[config.mk]
export PLATFORM = sky130hd
export DESIGN_NAME = cache_lru
export DESIGN_NICKNAME = d
export VERILOG_FILES = /design/src/source/l1d_pkg.sv /design/src/source/cache_lru.sv
export SDC_FILE = /design/constraint.sdc
export NUM_CORES = 1
export LEC_CHECK = 0
export BUFFER_PORTS_ARGS = -buffer_cell sky130_fd_sc_hd__buf_2
export CORE_MARGIN = 2
export CORE_UTILIZATION = 25
export CTS_CLUSTER_DIAMETER = 200
export CTS_CLUSTER_SIZE = 10
export DETAILED_ROUTE_END_ITERATION = 7
export GPL_TIMING_DRIVEN = 1
export HOLD_SLACK_MARGIN = 0.1
export PLACE_DENSITY = 0.4
export SYNTH_ARGS = -nofsm -noshare
export SYNTH_HDL_FRONTEND = slang
export SYNTH_SLANG_ARGS = --single-unit
export TNS_END_PERCENT = 10
[constraint.sdc]
create_clock -name clk -period 3.3 [get_ports clk]
set_clock_uncertainty 0.1 [all_clocks]
set_input_delay 0.165 -clock clk [delete_from_list [all_inputs] [get_ports clk]]
set_output_delay 0.165 -clock clk [all_outputs]
set_load 0.03 [all_outputs]
[src/source/l1d_pkg.sv]
`default_nettype none

package l1d_pkg;
	// Cache geometry
	localparam int L1D_WAYS = 4;
	localparam int L1D_SETS = 16;
	localparam int L1D_WORDS_PER_LINE = 4;
	localparam int L1D_TAG_WIDTH = 26;

	// Upper address half that selects uncached I/O space
	localparam logic [15:0] IO_PAGE = 16'hffff;

	typedef logic [$clog2(L1D_WAYS) - 1:0] l1d_way_idx_t;
	typedef logic [$clog2(L1D_SETS) - 1:0] l1d_set_idx_t;
	typedef logic [$clog2(L1D_WORDS_PER_LINE) - 1:0] l1d_word_idx_t;
	typedef logic [L1D_TAG_WIDTH - 1:0] l1d_tag_t;

	// Address fields, tag in the top bits, word offset at the bottom
	typedef struct packed {
		l1d_tag_t tag;
		l1d_set_idx_t set_idx;
		l1d_word_idx_t word_idx;
	} l1d_addr_fields_t;

	// Same 32 bits seen either as a raw word or split into fields
	typedef union packed {
		logic [31:0] raw;
		l1d_addr_fields_t f;
	} l1d_addr_t;

	// Work handed from the data stage to the bus FSM
	typedef enum logic [1:0] {
		BUS_FILL,
		BUS_UNCACHED_READ,
		BUS_WRITE
	} bus_op_t;
endpackage

`default_nettype wire

[src/source/cache_lru.sv]
`timescale 1ns/1ps
`default_nettype none

module cache_lru import l1d_pkg::*;
	(input wire clk,
	input wire reset,
	input wire access_en,
	input wire l1d_set_idx_t access_set,
	input wire update_en,
	input wire l1d_way_idx_t update_way,
	input wire fill_en,
	input wire l1d_set_idx_t fill_set,
	input wire l1d_way_idx_t fill_way,
	output l1d_way_idx_t victim_way);

	// Bit 0 is the root, bit 1 picks in pair 0, bit 2 picks in pair 1
	// A bit value points at the side to evict next
	logic [2:0] tree[L1D_SETS];
	logic [2:0] bits_q;
	logic [2:0] read_bits;
	l1d_set_idx_t access_set_q;

	// Point every bit on the way's path away from it
	function automatic logic [2:0] touch(input logic [2:0] bits, input l1d_way_idx_t way);
		logic [2:0] result;
		result = bits;
		result[0] = !way[1];
		if (way[1])
			result[2] = !way[0];
		else
			result[1] = !way[0];
		return result;
	endfunction

	// Forward updates landing on the set being read this cycle
	always_comb
	begin
		read_bits = tree[access_set];
		if (update_en && access_set_q == access_set)
			read_bits = touch(read_bits, update_way);
		if (fill_en && fill_set == access_set)
			read_bits = touch(read_bits, fill_way);
	end

	always_ff @(posedge clk, posedge reset)
	begin
		if (reset)
		begin
			for (int i = 0; i < L1D_SETS; i++)
				tree[i] <= '0;
			bits_q <= '0;
			access_set_q <= '0;
		end
		else
		begin
			// Hits always refer to the set registered with the data stage
			if (update_en)
				tree[access_set_q] <= touch(tree[access_set_q], update_way);
			if (fill_en)
				tree[fill_set] <= touch(tree[fill_set], fill_way);
			if (access_en)
			begin
				access_set_q <= access_set;
				bits_q <= read_bits;
			end
		end
	end

	assign victim_way = bits_q[0] ? {1'b1, bits_q[2]} : {1'b0, bits_q[1]};
endmodule

`default_nettype wire

==> impl_metrics.ini <==
[setup_path]
end_kind = flop
required_ns = 3.36
criticalPathCategory = flop to flop
crit_path_start_kind = flop
cp_max_fo = 17
cp.arrival_ns = 2.55

[detailed_routing]
antenna_left = 0
dr.pass1.iters = 4
drc = 0
wl_per_cell_um = 21.9
viasPerCell = 5.31
totalWireLength_um = 13400
via_count = 3247
drt_iter0_drc = 209

[floorplan]
fp-row-count = 46
ios = 19
initial_core_util = 0.253
die_w_um = 130
core_area_mm2 = 0.0157
die_y_um = 130
dieArea_mm2 = 0.0169

[finish]
syn2layout_area_growth_pct = 9.72
drive_gt1_frac = 0.220
layout_common_cells = dfrtp_1, a21oi_1, nand2_1
stdcell_count = 611
nFillCells = 1669
fin_nets = 413
num_antenna_cells = 0
final_common_cell = dfrtp_1

[hold_path]
hold_path.class = input port to flop

[clocking]
cts.clk_slew.worst_paths_ns = 0.08
clock_latency_ns = 0.30
h-tree-depth = 2
cts_setup_buffers = 0
cts.sinks = 55
postCtsResizedCells = 0
cts_made_buffers = 5
tritoncts = built
root_buffer = clkbuf_16
cts_buffer_depth = 2

[global_route]
overflow = 0
grt_pass1_wl_um = 20500
antenna_found_initial = 0
track_usage = 0.164
grt_max_degree = 32
grt_pass1_vias = 3183

[placed_design]
io_buffers = 18
gp_congestion = 0.807
post-place-ws_ns = 0.803
dp_hpwl_um = 9380
place_inst = 604

[pwr]
clkPwrFrac = 0.200
power_frac_seq = 0.441
p_leak_uw = 0.00174
p_int_uw = 1700
p_per_area_mw_per_mm2 = 614
peakVddDrop_uv = 194
pwr-share-comb = 0.359
switchingPower_uw = 978
p_sw_frac = 0.365
p_total_uw = 2680

[synthesis]
synthArstFlopShare = 1.00
syn_inst = 393
synth_area_mm2 = 0.00398
ys_seq_elements = 55
synth.yosys.warnings = 0
postSynthAreaPerCell_um2 = 10.1
ys_seq_area_frac = 0.346
syn-num-nets = 410
synth_cell_type_count = 51
ys.flop_type = dfrtp_1
synth_edf_count = 0

[sta]
hold_violations = 0
fin_ws_ns = 0.807
layout_min_cycle_time_ns = 2.49
fin_crit_sh = 0.756
tightest_slew_ns = 0.956
max_freq_mhz = 401
final-max-slew-violation-count = 0
relSlewSlack = 0.362
setup_violations = 0
rsz0062_at_grt = false
tns_ns = 0

[run]
maxCapViolations = 0

[status]
status = completed
[Yosys cell counts, drive strengths merged, types with 2 or more instances]
master	instances	area [um2]
o31a	8	70.1
dfrtp	55	1380
o22ai	2	12.5
o21a	2	15.0
mux2i	23	230
nor2	34	128
a21boi	6	45.0
xor2	3	26.3
nand2b	2	12.5
xnor2	5	43.8
nand3b	2	15.0
clkbuf	12	45.0
o21ai	9	45.0
inv	4	15.0
a21oi	45	225
a211oi	16	120
nor3	8	40.0
and3	2	12.5
nand3	9	45.0
mux4	28	646
nor2b	4	25.0
and3b	2	17.5
nand2	54	228
buf	17	115
mux2	8	90.1
o211ai	15	153
[what timing repair did]
item,in CTS,in global routing
hold endpoints to repair,30,0
hold buffers,1,0
setup endpoints to repair,0,0
[worst paths after layout]
kind / cells past startpoint / to / start / slack (ns)
worst max register to register: 5 / tree[47] / access_set_q[1] / 0.81
worst min-delay path: 2 / access_set_q[2] / access_en / 0.15
worst max-delay path: 5 / tree[47] / access_set_q[1] / 0.81
min in group asynchronous: 3 / tree[24] / reset / 0.44
worst min register to register: 2 / tree[3] / tree[3] / 0.46
max in group asynchronous: 4 / tree[14] / reset / 1.82
[sequential cells by signal, indices dropped and copies added (netlist names)]
register      flops
tree             48
access_set_q      4
bits_q            3
[kinds of logic after synthesis]
group,share of synthesized area
buffers and inverters,0.0440
AO/OA/AOI/OAI,0.200
flip-flops,0.346
XOR/XNOR,0.0176
AND/OR/NAND/NOR,0.150
multiplexers,0.243
[metal layers]
metal  track usage  routed length, um
met5             0                  0
met4        0.0512                291
met3        0.0176                552
met2         0.269               6460
met1         0.228               6080
[cell type report]
cell class              count  area [um2]  area share
well taps                 216         270      0.0619
inverters                   4        15.0     0.00344
repair buffers             25         145      0.0332
multi-input cells         305        2430       0.557
flip-flops and latches     55        1380       0.315
clock buffers               6         129      0.0295
[worst max-delay path, cell delays in order (launching register included)]
cell,delay [ns]
dfrtp_1,0.82
mux4_2,0.40
nor2b_1,0.16
a2111oi_4,0.61
o31a_1,0.22
a21oi_1,0.04
[through the flow]
stage               instance area (um2)  hold WS (ns)   util
floorplan                          3980         0.274      -
global placement                   4230         0.240  0.269
detailed placement                 4230         0.243  0.269
CTS                                4370         0.135  0.278
global route                       4370         0.148  0.278
finish                             4370         0.146  0.278
[power by group through the flow]
stage / Combinational [uW] / Clock (uW) / Sequential [uW]
after CTS: 972 / 554 / 1180
after global routing: 1050 / 572 / 1210
after global placement: 948 / 0 / 1190
final: 963 / 535 / 1180
after floorplan: 825 / 0 / 1030
after detailed placement: 968 / 0 / 1200
Power figures use the tool's default switching activity.
