==> config.mk <==
export PLATFORM = sky130hd
export DESIGN_NAME = bus_beat_counter
export DESIGN_NICKNAME = d
export VERILOG_FILES = /design/src/source/l1d_pkg.sv /design/src/source/bus_beat_counter.sv
export SDC_FILE = /design/constraint.sdc
export NUM_CORES = 1
export LEC_CHECK = 0
export ABC_CLOCK_PERIOD_IN_PS = 1640
export BUFFER_PORTS_ARGS = -buffer_cell sky130_fd_sc_hd__buf_2
export CAP_MARGIN = 10
export CORE_AREA = 2 2 39 41
export DETAILED_ROUTE_END_ITERATION = 16
export DIE_AREA = 0 0 41 43
export PLACE_DENSITY_LB_ADDON = 0.12
export REMOVE_ABC_BUFFERS = 1
export SLEW_MARGIN = 10
export SYNTH_ARGS = -nofsm -noshare
export SYNTH_HDL_FRONTEND = slang
export SYNTH_SLANG_ARGS = --single-unit
export TNS_END_PERCENT = 20
==> constraint.sdc <==
create_clock -name clk -period 1.64 [get_ports clk]
set_input_delay 0.328 -clock clk [delete_from_list [all_inputs] [get_ports clk]]
set_output_delay 0.328 -clock clk [all_outputs]
set_load 0.02 [all_outputs]
==> src/source/l1d_pkg.sv <==
`default_nettype none

package l1d_pkg;
	// Cache geometry
	localparam int L1D_WAYS = 4;
	localparam int L1D_SETS = 16;
	localparam int L1D_WORDS_PER_LINE = 4;
	localparam int L1D_TAG_WIDTH = 26;

	// Upper address half that selects uncached I/O space
	localparam logic [15:0] IO_PAGE = 16'hffff;

	typedef logic [$clog2(L1D_WAYS) - 1:0] l1d_way_idx_t;
	typedef logic [$clog2(L1D_SETS) - 1:0] l1d_set_idx_t;
	typedef logic [$clog2(L1D_WORDS_PER_LINE) - 1:0] l1d_word_idx_t;
	typedef logic [L1D_TAG_WIDTH - 1:0] l1d_tag_t;

	// Address fields, tag in the top bits, word offset at the bottom
	typedef struct packed {
		l1d_tag_t tag;
		l1d_set_idx_t set_idx;
		l1d_word_idx_t word_idx;
	} l1d_addr_fields_t;

	// Same 32 bits seen either as a raw word or split into fields
	typedef union packed {
		logic [31:0] raw;
		l1d_addr_fields_t f;
	} l1d_addr_t;

	// Work handed from the data stage to the bus FSM
	typedef enum logic [1:0] {
		BUS_FILL,
		BUS_UNCACHED_READ,
		BUS_WRITE
	} bus_op_t;
endpackage

`default_nettype wire

==> src/source/bus_beat_counter.sv <==
`timescale 1ns/1ps
`default_nettype none

module bus_beat_counter import l1d_pkg::*;
	(input wire clk,
	input wire reset,
	input wire start,
	input wire [2:0] len,
	input wire ack,
	output l1d_word_idx_t word,
	output logic last);

	l1d_word_idx_t last_idx;

	always_ff @(posedge clk, posedge reset)
	begin
		if (reset)
		begin
			word <= '0;
			last_idx <= '0;
		end
		else if (start)
		begin
			word <= '0;
			// Length of 1 or 4 beats kept as the final index
			last_idx <= l1d_word_idx_t'(len - 3'd1);
		end
		else if (ack)
			word <= word + 1'b1;
	end

	assign last = word == last_idx;
endmodule

`default_nettype wire

==> flow_results.xml <==
<?xml version="1.0" encoding="UTF-8"?>
<metrics>
  <group name="clock_tree">
    <metric name="ctsHtreeMaxLevel" unit="">1</metric>
    <metric name="clockBufferDepth" unit="">2</metric>
    <metric name="holdBufCountCts" unit="">1</metric>
    <metric name="cts_sinks" unit="">4</metric>
    <metric name="clock_insertion_delay_worst_skew" unit="ps">230</metric>
    <metric name="cts_tree" unit="">built</metric>
    <metric name="buffer_type_at_the_clock_tree_root" unit="">sky130_fd_sc_hd__clkbuf_4</metric>
    <metric name="cts.clk_slew.worst_paths" unit="ps">40</metric>
    <metric name="gates_resized_cts_repair" unit="">0</metric>
    <metric name="post-cts-setup-buffer-count" unit="">0</metric>
    <metric name="cts_buffers" unit="">3</metric>
  </group>
  <group name="critical_path">
    <metric name="setup.worst_path.start" unit="">word[0]</metric>
    <metric name="cell_chain_critical_path" unit="">xor2_1 &gt; nor2_1 &gt; buf_2</metric>
    <metric name="cpPeakStageDelay" unit="ps">420</metric>
    <metric name="worst-endpoint-required" unit="ps">1310</metric>
    <metric name="critical_path_arrival" unit="ps">1050</metric>
    <metric name="cp-start-kind" unit="">flip-flop</metric>
    <metric name="setup.worst_path.end_class" unit="">primary output</metric>
    <metric name="critPathMaxFanout" unit="">5</metric>
    <metric name="crit_slowest_cell" unit="">sky130_fd_sc_hd__dfrtp_1</metric>
    <metric name="crit-reg2reg-launch" unit="">word[0]</metric>
    <metric name="critPathKind" unit="">reg -&gt; out</metric>
  </group>
  <group name="status">
    <metric name="status" unit="">completed</metric>
  </group>
  <group name="yosys">
    <metric name="synth_area" unit="µm²">193</metric>
    <metric name="top_cells_by_area_synth" unit="">sky130_fd_sc_hd__dfrtp_1, sky130_fd_sc_hd__xnor2_1, sky130_fd_sc_hd__xor2_1</metric>
    <metric name="share_of_yosys_cell_area_claimed_by_the_top_area_cell_type" unit="%">51.9</metric>
    <metric name="synthSimpleGateAreaFrac" unit="%">9.74</metric>
    <metric name="synth_sequential_area_ratio" unit="%">51.9</metric>
    <metric name="muxShareOfSynthArea" unit="%">7.79</metric>
    <metric name="netlist-cell-type-count" unit="">9</metric>
    <metric name="yosys_warnings" unit="">0</metric>
    <metric name="syn_inst" unit="">17</metric>
    <metric name="synth_top_family_by_area" unit="">XOR/XNOR gates</metric>
    <metric name="synth_area_per_cell" unit="µm²">11.3</metric>
    <metric name="postSynthRegisterBits" unit="">4</metric>
    <metric name="yosysTopAreaCell" unit="">sky130_fd_sc_hd__dfrtp_1</metric>
    <metric name="synth-adder-area-share" unit="%">0</metric>
    <metric name="synth-compound-area-share" unit="%">10.4</metric>
    <metric name="synthXorXnorAreaFrac" unit="%">18.2</metric>
  </group>
  <group name="final_layout">
    <metric name="final_area" unit="µm²">285</metric>
    <metric name="mostFrequentLayoutCell" unit="">sky130_fd_sc_hd__buf_2</metric>
    <metric name="num-nets-final" unit="">38</metric>
    <metric name="final_layout_size_suffix_gt1_share" unit="%">44.8</metric>
    <metric name="final_cell_count_without_fillers" unit="">45</metric>
    <metric name="syn2layout_area_growth" unit="%">48.1</metric>
    <metric name="insertedDiodeCount" unit="">0</metric>
    <metric name="mostFrequentLayoutCells" unit="">sky130_fd_sc_hd__buf_2, sky130_fd_sc_hd__dfrtp_1, sky130_fd_sc_hd__nor2_1, sky130_fd_sc_hd__clkbuf_4</metric>
  </group>
  <group name="min_path">
    <metric name="min-delay-path-class" unit="">in -&gt; reg</metric>
    <metric name="worstHoldStart" unit="">len[0]</metric>
  </group>
  <group name="timing">
    <metric name="final-setup-viol-count" unit="">0</metric>
    <metric name="period_needed" unit="ps">1380</metric>
    <metric name="layout_setup_ws" unit="ps">259</metric>
    <metric name="slew_viol_final" unit="">0</metric>
    <metric name="setup_repair_after_global_routing_missed_its_margin" unit="">no</metric>
    <metric name="worst_slew_margin_rel" unit="%">88.5</metric>
    <metric name="fmax" unit="MHz">724</metric>
    <metric name="fin_crit_sh" unit="%">84.2</metric>
    <metric name="worst_clock_skew" unit="ps">0.0248</metric>
    <metric name="fin_setup_tns" unit="ps">0</metric>
    <metric name="finalHoldViolations" unit="">0</metric>
    <metric name="worst-slew-pin-transition" unit="ps">173</metric>
  </group>
  <group name="route">
    <metric name="final_antenna_net_count" unit="">0</metric>
    <metric name="finalWirelength" unit="µm">383</metric>
    <metric name="vias" unit="">157</metric>
    <metric name="routed_via_density" unit="">3.49</metric>
    <metric name="drt_first_pass_iters" unit="">4</metric>
    <metric name="post_drt_wl_per_cell" unit="µm">8.51</metric>
    <metric name="detail_route.drc_violations" unit="">0</metric>
    <metric name="drtIter0Drc" unit="">7</metric>
  </group>
  <group name="global_route">
    <metric name="antenna_violations_before_repair" unit="">0</metric>
    <metric name="vias_in_the_first_global_route" unit="">135</metric>
    <metric name="grt_start_max_net_pins" unit="">6</metric>
    <metric name="grt_first_pass_wirelength" unit="µm">586</metric>
    <metric name="gr-usage-all-layers" unit="%">5.85</metric>
    <metric name="grt.overflow.total" unit="">0</metric>
  </group>
  <group name="place">
    <metric name="post_dp_cell_area" unit="µm²">253</metric>
    <metric name="gp_congestion" unit="">0.640</metric>
    <metric name="placement.setup.worst_slack" unit="ps">488</metric>
    <metric name="placement.io_buffers" unit="">8</metric>
    <metric name="placedCellCount" unit="">41</metric>
  </group>
  <group name="power">
    <metric name="power.static_leakage" unit="nW">0.143</metric>
    <metric name="finalPower" unit="mW">0.302</metric>
    <metric name="ir_drop" unit="µV">343</metric>
    <metric name="power_density" unit="nW/µm²">1060</metric>
  </group>
  <group name="die">
    <metric name="die_x" unit="µm">41</metric>
    <metric name="die_area" unit="µm²">1760</metric>
    <metric name="core_footprint" unit="µm²">1380</metric>
    <metric name="floorplan.rows" unit="">14</metric>
    <metric name="starting_utilization_of_the_core_area" unit="%">13.9</metric>
    <metric name="die_outline_height" unit="µm">43</metric>
    <metric name="io-pin-count" unit="">10</metric>
  </group>
  <group name="flow_run">
    <metric name="maxCapViolCount" unit="">0</metric>
  </group>
</metrics>
-- cell usage after synthesis --
cell type and n:
sky130_fd_sc_hd__dfrtp_1 4, sky130_fd_sc_hd__xor2_1 2, sky130_fd_sc_hd__nor2_1 3, sky130_fd_sc_hd__nand3b_1 1
sky130_fd_sc_hd__mux2_4 1, sky130_fd_sc_hd__a21bo_2 1, sky130_fd_sc_hd__xnor2_1 2, sky130_fd_sc_hd__a21oi_1 2
sky130_fd_sc_hd__inv_1 1
-- state kept, by name, summed over array words and instances (netlist names) --
register  count
last_idx      2
word          2
-- final timing paths --
| path | slack [ps] | depth (start not counted) | end |
|---|---|---|---|
| max | 260 | 3 | last |
| min | 300 | 2 | last_idx[0] |
| max reg2reg | 820 | 2 | word[1] |
| min reg2reg | 530 | 1 | last_idx[1] |
| max in group asynchronous | 960 | 3 | word[0] |
| min in group asynchronous | 520 | 3 | last_idx[1] |
-- routing by layer --
metal | part of all wire [%] | GRT usage [%] | up-vias
met5 | 0 | 0 | -
met4 | 0 | 8.00 | 0
met3 | 11 | 3.14 | 0
met2 | 47 | 5.63 | 7
li1 | - | - | 80
met1 | 41 | 7.17 | 70
-- critical path, delay by kind of cell, from the launching register on --
family | cells | cell delay, ps
buf+inv | 1 | 160
xor+xnor | 1 | 160
simple gates | 1 | 80
flops | 1 | 420
-- cell families after synthesis --
group,after synthesis
DFF,4
xor gates and xnor gates,4
buffers and inverters,1
muxes,1
AOI/OAI and AO/OA,3
and+or+nand+nor,4
-- cell type report --
| class | instances | area, µm² |
|---|---|---|
| clock buffers | 3 | 22.5 |
| fillers | 149 | 1100 |
| inverters | 1 | 3.75 |
| multi-input cells | 12 | 88.8 |
| flip-flops and latches | 4 | 100 |
| well taps | 16 | 20.0 |
| repair buffers | 9 | 50.0 |
-- power by group --
part / switching, mW / internal (mW)
Sequential: 0.00971 / 0.109
Combinational: 0.0301 / 0.0307
Clock: 0.0399 / 0.0818
Total: 0.0798 / 0.222
-- through the flow --
stage / hold slack, ps / util (%)
3_3_place_gp: 217 / 18.3
4_1_cts: 285 / 20.6
2_1_floorplan: 94.1 / -
6_report: 298 / 20.6
3_5_place_dp: 224 / 18.3
5_1_grt: 305 / 20.6
No activity file was read; power rests on OpenSTA's default activity.
