**src/source/l1d_pkg.sv**
```systemverilog
`default_nettype none

package l1d_pkg;
	// Cache geometry
	localparam int L1D_WAYS = 4;
	localparam int L1D_SETS = 16;
	localparam int L1D_WORDS_PER_LINE = 4;
	localparam int L1D_TAG_WIDTH = 26;

	// Upper address half that selects uncached I/O space
	localparam logic [15:0] IO_PAGE = 16'hffff;

	typedef logic [$clog2(L1D_WAYS) - 1:0] l1d_way_idx_t;
	typedef logic [$clog2(L1D_SETS) - 1:0] l1d_set_idx_t;
	typedef logic [$clog2(L1D_WORDS_PER_LINE) - 1:0] l1d_word_idx_t;
	typedef logic [L1D_TAG_WIDTH - 1:0] l1d_tag_t;

	// Address fields, tag in the top bits, word offset at the bottom
	typedef struct packed {
		l1d_tag_t tag;
		l1d_set_idx_t set_idx;
		l1d_word_idx_t word_idx;
	} l1d_addr_fields_t;

	// Same 32 bits seen either as a raw word or split into fields
	typedef union packed {
		logic [31:0] raw;
		l1d_addr_fields_t f;
	} l1d_addr_t;

	// Work handed from the data stage to the bus FSM
	typedef enum logic [1:0] {
		BUS_FILL,
		BUS_UNCACHED_READ,
		BUS_WRITE
	} bus_op_t;
endpackage

`default_nettype wire

```
**src/source/dcache_if.sv**
```systemverilog
`timescale 1ns/1ps
`default_nettype none


// Single word write into one way's data RAM
interface line_write_if import l1d_pkg::*; ();
	logic en;
	l1d_set_idx_t set_idx;
	l1d_way_idx_t way;
	l1d_word_idx_t word_idx;
	logic [31:0] data;

	modport source(output en, set_idx, way, word_idx, data);
	modport target(input en, set_idx, way, word_idx, data);
endinterface

`default_nettype wire

```
**src/source/dcache_data_stage.sv**
```systemverilog
`timescale 1ns/1ps
`default_nettype none

module dcache_data_stage import l1d_pkg::*;
	(input wire clk,
	input wire reset,

	// From tag stage
	input wire dt_valid,
	input wire dt_store,
	input wire l1d_addr_t dt_addr,
	input wire [31:0] dt_store_value,
	input wire [L1D_WAYS - 1:0] dt_way_valid,
	input wire l1d_tag_t dt_way_tag[L1D_WAYS],
	input wire [31:0] dt_way_data[L1D_WAYS],

	// LRU
	input wire l1d_way_idx_t victim_way,
	output logic lru_update_en,
	output l1d_way_idx_t lru_update_way,

	// Store hit write into the data RAM
	line_write_if.source line_write,

	// Bus FSM
	input wire busy,
	output logic bus_req,
	output bus_op_t bus_op,
	output l1d_addr_t bus_addr,
	output logic [31:0] bus_store_value,
	output l1d_way_idx_t bus_victim,
	input wire bus_resp,
	input wire [31:0] bus_resp_data,

	// CPU response
	output logic resp_valid,
	output logic [31:0] resp_data);

	logic [L1D_WAYS - 1:0] hit_oh;
	l1d_way_idx_t hit_way;
	logic is_io;
	logic is_hit;
	logic active;
	logic hit_resp;
	logic [31:0] hit_data;

	// Held requests wait until the bus FSM is done
	assign active = dt_valid && !busy;
	assign is_io = dt_addr.raw[31:16] == IO_PAGE;

	always_comb
	begin
		hit_way = '0;
		for (int w = 0; w < L1D_WAYS; w++)
		begin
			hit_oh[w] = dt_way_valid[w] && dt_way_tag[w] == dt_addr.f.tag;
			if (hit_oh[w])
				hit_way = l1d_way_idx_t'(w);
		end
	end

	// I/O space never hits, even on a stray tag match
	assign is_hit = |hit_oh && !is_io;

	// Loads that hit touch the LRU
	assign lru_update_en = active && is_hit && !dt_store;
	assign lru_update_way = hit_way;

	// Write-through store that hits also patches the cached copy
	assign line_write.en = active && is_hit && dt_store;
	assign line_write.set_idx = dt_addr.f.set_idx;
	assign line_write.way = hit_way;
	assign line_write.word_idx = dt_addr.f.word_idx;
	assign line_write.data = dt_store_value;

	always_ff @(posedge clk, posedge reset)
	begin
		if (reset)
		begin
			hit_resp <= 1'b0;
			bus_req <= 1'b0;
		end
		else
		begin
			hit_resp <= lru_update_en;
			// Everything except a load hit goes out on the bus
			bus_req <= active && (dt_store || !is_hit);
		end
	end

	always_ff @(posedge clk)
	begin
		hit_data <= dt_way_data[hit_way];
		if (dt_store)
			bus_op <= BUS_WRITE;
		else if (is_io)
			bus_op <= BUS_UNCACHED_READ;
		else
			bus_op <= BUS_FILL;
		bus_addr <= dt_addr;
		bus_store_value <= dt_store_value;
		bus_victim <= victim_way;
	end

	// Hits and bus responses never coincide, busy blocks hits
	assign resp_valid = hit_resp || bus_resp;
	assign resp_data = bus_resp ? bus_resp_data : hit_data;
endmodule

`default_nettype wire

```
**src/flat_wrapper.sv**
```systemverilog
// flat-port wrapper written by rule: the top's interface ports become plain ports
module dcache_data_stage_flat import l1d_pkg::*;
  (clk, reset, dt_valid, dt_store, dt_addr, dt_store_value, dt_way_valid, dt_way_tag, dt_way_data, victim_way, lru_update_en, lru_update_way, busy, bus_req, bus_op, bus_addr, bus_store_value, bus_victim, bus_resp, bus_resp_data, resp_valid, resp_data, line_write_en, line_write_set_idx, line_write_way, line_write_word_idx, line_write_data);
  line_write_if line_write_i ();
  input wire clk;
  input wire reset;
  input wire dt_valid;
  input wire dt_store;
  input wire l1d_addr_t dt_addr;
  input wire [31:0] dt_store_value;
  input wire [L1D_WAYS - 1:0] dt_way_valid;
  input wire l1d_tag_t dt_way_tag[L1D_WAYS];
  input wire [31:0] dt_way_data[L1D_WAYS];
  input wire l1d_way_idx_t victim_way;
  output logic lru_update_en;
  output l1d_way_idx_t lru_update_way;
  input wire busy;
  output logic bus_req;
  output bus_op_t bus_op;
  output l1d_addr_t bus_addr;
  output logic [31:0] bus_store_value;
  output l1d_way_idx_t bus_victim;
  input wire bus_resp;
  input wire [31:0] bus_resp_data;
  output logic resp_valid;
  output logic [31:0] resp_data;
  output wire logic [$bits(line_write_i.en)-1:0] line_write_en;
  output wire logic [$bits(line_write_i.set_idx)-1:0] line_write_set_idx;
  output wire logic [$bits(line_write_i.way)-1:0] line_write_way;
  output wire logic [$bits(line_write_i.word_idx)-1:0] line_write_word_idx;
  output wire logic [$bits(line_write_i.data)-1:0] line_write_data;
  assign line_write_en = line_write_i.en;
  assign line_write_set_idx = line_write_i.set_idx;
  assign line_write_way = line_write_i.way;
  assign line_write_word_idx = line_write_i.word_idx;
  assign line_write_data = line_write_i.data;
  dcache_data_stage u_core (.clk(clk), .reset(reset), .dt_valid(dt_valid), .dt_store(dt_store), .dt_addr(dt_addr), .dt_store_value(dt_store_value), .dt_way_valid(dt_way_valid), .dt_way_tag(dt_way_tag), .dt_way_data(dt_way_data), .victim_way(victim_way), .lru_update_en(lru_update_en), .lru_update_way(lru_update_way), .line_write(line_write_i), .busy(busy), .bus_req(bus_req), .bus_op(bus_op), .bus_addr(bus_addr), .bus_store_value(bus_store_value), .bus_victim(bus_victim), .bus_resp(bus_resp), .bus_resp_data(bus_resp_data), .resp_valid(resp_valid), .resp_data(resp_data));
endmodule
```
**config.mk**
```make
export PLATFORM = sky130hd
export DESIGN_NAME = dcache_data_stage_flat
export DESIGN_NICKNAME = d
export VERILOG_FILES = /design/src/source/l1d_pkg.sv /design/src/source/dcache_if.sv /design/src/source/dcache_data_stage.sv /design/src/flat_wrapper.sv
export SDC_FILE = /design/constraint.sdc
export NUM_CORES = 1
export LEC_CHECK = 0
export BUFFER_PORTS_ARGS = -buffer_cell sky130_fd_sc_hd__buf_2
export CORE_AREA = 2 2 191 193
export CTS_CLUSTER_DIAMETER = 50
export CTS_CLUSTER_SIZE = 30
export DETAILED_ROUTE_END_ITERATION = 6
export DIE_AREA = 0 0 193 195
export PLACE_DENSITY_LB_ADDON = 0.05
export SLEW_MARGIN = 25
export SYNTH_ARGS = -nofsm -noshare
export SYNTH_HDL_FRONTEND = slang
export SYNTH_SLANG_ARGS = --single-unit
```
**constraint.sdc**
```tcl
create_clock -name clk -period 2.3 [get_ports clk]
set_input_delay 0 -clock clk [delete_from_list [all_inputs] [get_ports clk]]
set_output_delay 0 -clock clk [all_outputs]
set_load 0.02 [all_outputs]
```
==> flow_summary.toml, run 1 <==
[run_status]
outcome = "finished, final reports clean"

[logic_synthesis]
syn_inst = 472
yosysTopAreaCell = "dfxtp_1"
async_reset_ff_frac = 0.0196
ys_ff_latch = 102
netlist_top_cells_count = "100 x dfxtp_1, 79 x xnor2_1, 40 x buf_4"
synthTopCellsByArea = "dfxtp_1 41%, xnor2_1 14%, mux2_2 7.3%, mux2i_1 6.3%, buf_4 6.1%"
synth_edf_count = 0
postSynthAreaPerCell_um2 = 10.4
ys.warnings.count = 0
synth_seq_area_share = 0.417
syn_area_um2 = 4920
yosysMostFrequentCell = "dfxtp_1"
synthDistinctLibCells = 33
syn_nets = 812
yosysTopAreaCellShare = 0.407
ys.flop_type = "dfxtp_1"

[min_path]
hp-class = "input pin to flop"

[global_routing]
grt_pass1_vias = 6315
grt_pass1_wl_um = 38200
grt_use_total = 0.140
grt_max_degree = 34
grt.overflow.total = 0
antenna_found_initial = 8

[detailed_routing]
wl_per_cell_um = 17.1
num_vias = 5827
antenna_left = 0
viasPerCell = 3.66
drc = 0
drt-pass1-iter-count = 4
drtIter0Drc = 80
wirelength_um = 27300

[timing]
hold_viol_final = 0
relSlewSlack = 0.674
timing.fmax_mhz = 456
grt_setup_unrepaired = "no"
setup_violations = 0
maxSlewViolCount = 0
worstMarginPinSlew_ns = 0.489
period_share = 0.954
layout_min_cycle_time_ns = 2.20
hold-worst-slack_ns = 0.270

[floorplanning]
std_cell_rows = 69
die_h_um = 195
dieWidth_um = 193
die_area_um2 = 37600
initial_core_util = 0.139
core-area_um2 = 35400
io_pins = 486

[final_layout]
area_growth_pct = 105
drive_gt1_frac = 0.522
fin_util = 0.285
num-nets-final = 1462

[clocking]
clk_pin_slew_worst_paths_ns = 0.08
numCtsBuffers = 9
cts-root-buf = "clkbuf_16"
cts_sinks = 102
cts_tree = "done"
clock_path_buffers = 2
cts-htree-levels = 3

[power]
p_switching_w = 0.00141
clkPwrFrac = 0.346
p_int_w = 0.00349
leakage_nw = 4.88
ir_drop_uv = 341
combPwrFrac = 0.270
power_density_nw_per_um2 = 486
switching_share = 0.287
p_seq_frac = 0.384

[place]
dp_hpwl_um = 22000
io_buffers = 485
routabilityCongestion = 0.743

[setup_path]
critical_path_required_ns = 2.55
crit_path_end_kind = "flop"
start_kind = "input pin"
critical_path_arrival_ns = 2.44
path_max_fanout = 6
path_class = "input pin to flop"

[job]
maxCapViolCount = 0
critical path, stage by stage:
cell and delay (ns):
buf_2 0.10, xnor2_1 0.25, nand4_1 0.13, or4_4 0.59, or2_4 0.28, buf_4 0.17, buf_4 0.16, o22ai_1 0.15
dlygate4sd3_1 0.57, a21oi_1 0.04
flip-flops by register name, summed over array words and instances (netlist names):
register                count
u_core.bus_victim           2
u_core.bus_addr            32
u_core.hit_resp             1
u_core.hit_data            32
u_core.bus_store_value     32
u_core.bus_req              1
u_core.bus_op               2
layout by cell type (no fill, tap or decap), drive strengths merged, types with 3 or more instances in the layout:
master,n
a21oi,32
and2,3
buf,518
clkbuf,11
clkinv,3
dfxtp,100
diode,5
dlygate4sd3,198
inv,5
mux2,32
mux2i,31
nand3,3
nand4,25
nor3,4
nor4,9
o22ai,32
xnor2,79
xor2,25
cells by family (layout without fill, tap and decap cells):
kind of cell	Yosys count	count (layout)	synth area share
compound gates	69	69	0.0892
xor+xnor	104	104	0.185
simple gates	53	53	0.0676
buf+inv	81	736	0.105
mux	63	63	0.136
other cells	0	5	0
flops	102	102	0.417
through the flow:
step                      setup WS [ns]  area (um^2)  total power [W]  TNS [ns]  instances
final                             0.105        10100          0.00490         0       1593
after global routing            0.00368        10100          0.00517         0       1591
after CTS                        0.0176        10000          0.00503         0       1586
after detailed placement         -0.103         7690          0.00299    -0.291       1372
after global placement           -0.111         7690          0.00300     -1.62       1372
after floorplan                  0.0937         4930          0.00246         0        472
layout make-up:
type | count | area [um^2]
Fill cell | 3888 | 25300
Timing Repair Buffer | 716 | 4690
Multi-Input combinational cell | 289 | 2420
Sequential cell | 102 | 2050
Tap cell | 461 | 577
Clock buffer | 11 | 253
Clock inverter | 5 | 65.1
Inverter | 4 | 15.0
Antenna cell | 5 | 12.5
final timing paths:
kind / from / end / slack [ns] / cells after the start
max: dt_way_tag[6] / u_core.hit_data[8] / 0.10 / 10
min: victim_way[1] / u_core.bus_victim[1] / 0.27 / 2
max in group asynchronous: reset / u_core.bus_req / 1.62 / 4
min in group asynchronous: reset / u_core.hit_resp / 0.57 / 4
routing by layer:
layer  part of all wire  routed length [um]  global-route usage  vias to the layer above
met5             0.0014                  39                   0                        -
met4              0.023                 618              0.0455                        6
met3              0.085                2340              0.0543                       32
met2               0.54               14800               0.270                      260
met1               0.35                9540               0.135                     2624
li1                   -                   -                   -                     2905
power by group through the flow:
stage	logic [W]	registers [W]	clock network [W]
2_1_floorplan	0.000463	0.00200	0
3_3_place_gp	0.00108	0.00192	0
3_5_place_dp	0.00107	0.00192	0
4_1_cts	0.00134	0.00188	0.00181
5_1_grt	0.00142	0.00189	0.00186
6_report	0.00132	0.00188	0.00170
timing repair:
action | 4_1_cts | 5_1_grt
hold buffers | 198 | 0
setup endpoints to repair | 4 | 35
setup buffers | 0 | 2
resized for setup | 3 | 6
pin swaps | 0 | 3
hold endpoints to repair | 104 | 0
No activity file was read; power rests on OpenSTA's default activity.
==> run 2: changes to the inputs <==
--- a/config.mk
+++ b/config.mk
@@ -5,12 +5,12 @@
 export SDC_FILE = /design/constraint.sdc
 export NUM_CORES = 1
 export LEC_CHECK = 0
-export BUFFER_PORTS_ARGS = -buffer_cell sky130_fd_sc_hd__buf_2
-export CORE_AREA = 2 2 191 193
+export CORE_AREA = 2 2 189 191
 export CTS_CLUSTER_DIAMETER = 50
 export CTS_CLUSTER_SIZE = 30
 export DETAILED_ROUTE_END_ITERATION = 6
-export DIE_AREA = 0 0 193 195
+export DIE_AREA = 0 0 191 193
+export DONT_BUFFER_PORTS = 1
 export PLACE_DENSITY_LB_ADDON = 0.05
 export SLEW_MARGIN = 25
 export SYNTH_ARGS = -nofsm -noshare
==> flow_summary.toml, run 2 <==
[clocking]
numCtsBuffers = 9
cts.repair.resized = 0
cts_hold_buf = 178
cts-htree-levels = 3
postCtsSetupBuffers = 0
clock_path_buffers = 2
cts-root-buf = "clkbuf_16"
cts_sinks = 102

[run_status]
outcome = "did not finish"
error_line = "[ERROR RSZ-0060] Max buffer count reached."
stop_stage = "clock tree synthesis"

[logic_synthesis]
yosysMostFrequentCell = "dfxtp_1"
ys.warnings.count = 0
yosysTopAreaCell = "dfxtp_1"
syn_inst = 472
syn_nets = 812
postSynthAreaPerCell_um2 = 10.4
synthDistinctLibCells = 33
netlist_top_cells_count = "100 x dfxtp_1, 79 x xnor2_1, 40 x buf_4"
ys.flop_type = "dfxtp_1"
ys_ff_latch = 102
syn_area_um2 = 4920
synth_edf_count = 0
synthTopCellsByArea = "dfxtp_1 41%, xnor2_1 14%, mux2_2 7.3%, mux2i_1 6.3%, buf_4 6.1%"
yosysTopAreaCellShare = 0.407
synth_seq_area_share = 0.417
async_reset_ff_frac = 0.0196

[place]
dp_hpwl_um = 17700
routabilityCongestion = 0.721
io_buffers = 0

[floorplanning]
std_cell_rows = 69
io_pins = 486
die_h_um = 193
dieWidth_um = 191
initial_core_util = 0.141
==> run 2: cells by family after synthesis <==
family | Yosys count | share of synthesized area
XOR/XNOR | 104 | 0.185
flip-flops | 102 | 0.417
buffers and inverters | 81 | 0.105
AO/OA/AOI/OAI | 69 | 0.0892
multiplexers | 63 | 0.136
AND/OR/NAND/NOR | 53 | 0.0676
==> run 2: stage by stage <==
stage	cells	hold slack, ns	utilization	setup WS [ns]	instance area (um^2)
2_1_floorplan	472	-0.259	-	0.0937	4930
3_3_place_gp	867	-0.245	0.146	0.179	5120
3_5_place_dp	867	-0.242	0.146	0.178	5120
==> run 3: changes to the inputs <==
--- a/config.mk
+++ b/config.mk
@@ -5,13 +5,11 @@
 export SDC_FILE = /design/constraint.sdc
 export NUM_CORES = 1
 export LEC_CHECK = 0
-export CORE_AREA = 2 2 189 191
-export CTS_CLUSTER_DIAMETER = 50
-export CTS_CLUSTER_SIZE = 30
+export CORE_AREA = 2 2 187 189
 export DETAILED_ROUTE_END_ITERATION = 6
-export DIE_AREA = 0 0 191 193
+export DIE_AREA = 0 0 189 191
 export DONT_BUFFER_PORTS = 1
-export PLACE_DENSITY_LB_ADDON = 0.05
+export PLACE_DENSITY_LB_ADDON = 0.15
 export SLEW_MARGIN = 25
 export SYNTH_ARGS = -nofsm -noshare
 export SYNTH_HDL_FRONTEND = slang
==> flow_summary.toml, run 3 <==
[floorplanning]
initial_core_util = 0.144
dieWidth_um = 189
io_pins = 486
std_cell_rows = 68
die_h_um = 191

[clocking]
postCtsSetupBuffers = 0
cts_sinks = 102
cts-htree-levels = 3
cts.repair.resized = 0
cts_hold_buf = 176
clock_path_buffers = 2
cts-root-buf = "clkbuf_16"
numCtsBuffers = 9

[logic_synthesis]
postSynthAreaPerCell_um2 = 10.4
ys.warnings.count = 0
yosysTopAreaCell = "dfxtp_1"
syn_inst = 472
yosysTopAreaCellShare = 0.407
netlist_top_cells_count = "100 x dfxtp_1, 79 x xnor2_1, 40 x buf_4"
ys.flop_type = "dfxtp_1"
syn_area_um2 = 4920
ys_ff_latch = 102
synthTopCellsByArea = "dfxtp_1 41%, xnor2_1 14%, mux2_2 7.3%, mux2i_1 6.3%, buf_4 6.1%"
synth_seq_area_share = 0.417
syn_nets = 812
async_reset_ff_frac = 0.0196
yosysMostFrequentCell = "dfxtp_1"
synthDistinctLibCells = 33
synth_edf_count = 0

[place]
routabilityCongestion = 0.768
dp_hpwl_um = 17100
io_buffers = 0

[run_status]
outcome = "did not finish"
stop_stage = "clock tree synthesis"
error_line = "[ERROR RSZ-0060] Max buffer count reached."
-- run 3: cell counts after synthesis --
No cell type changed its count.
-- run 3: per-stage QoR --
step	hold WS, ns	std cells	instance area (um^2)	utilization	setup slack [ns]
after detailed placement	-0.253	861	5120	0.150	0.0955
after global placement	-0.251	861	5120	0.150	0.185
after floorplan	-0.259	472	4930	-	0.0937
-- run 3: kinds of logic after synthesis --
logic type      share of synthesized area
compound gates                     0.0892
xor+xnor                            0.185
buf+inv                             0.105
flops                               0.417
mux                                 0.136
simple gates                       0.0676
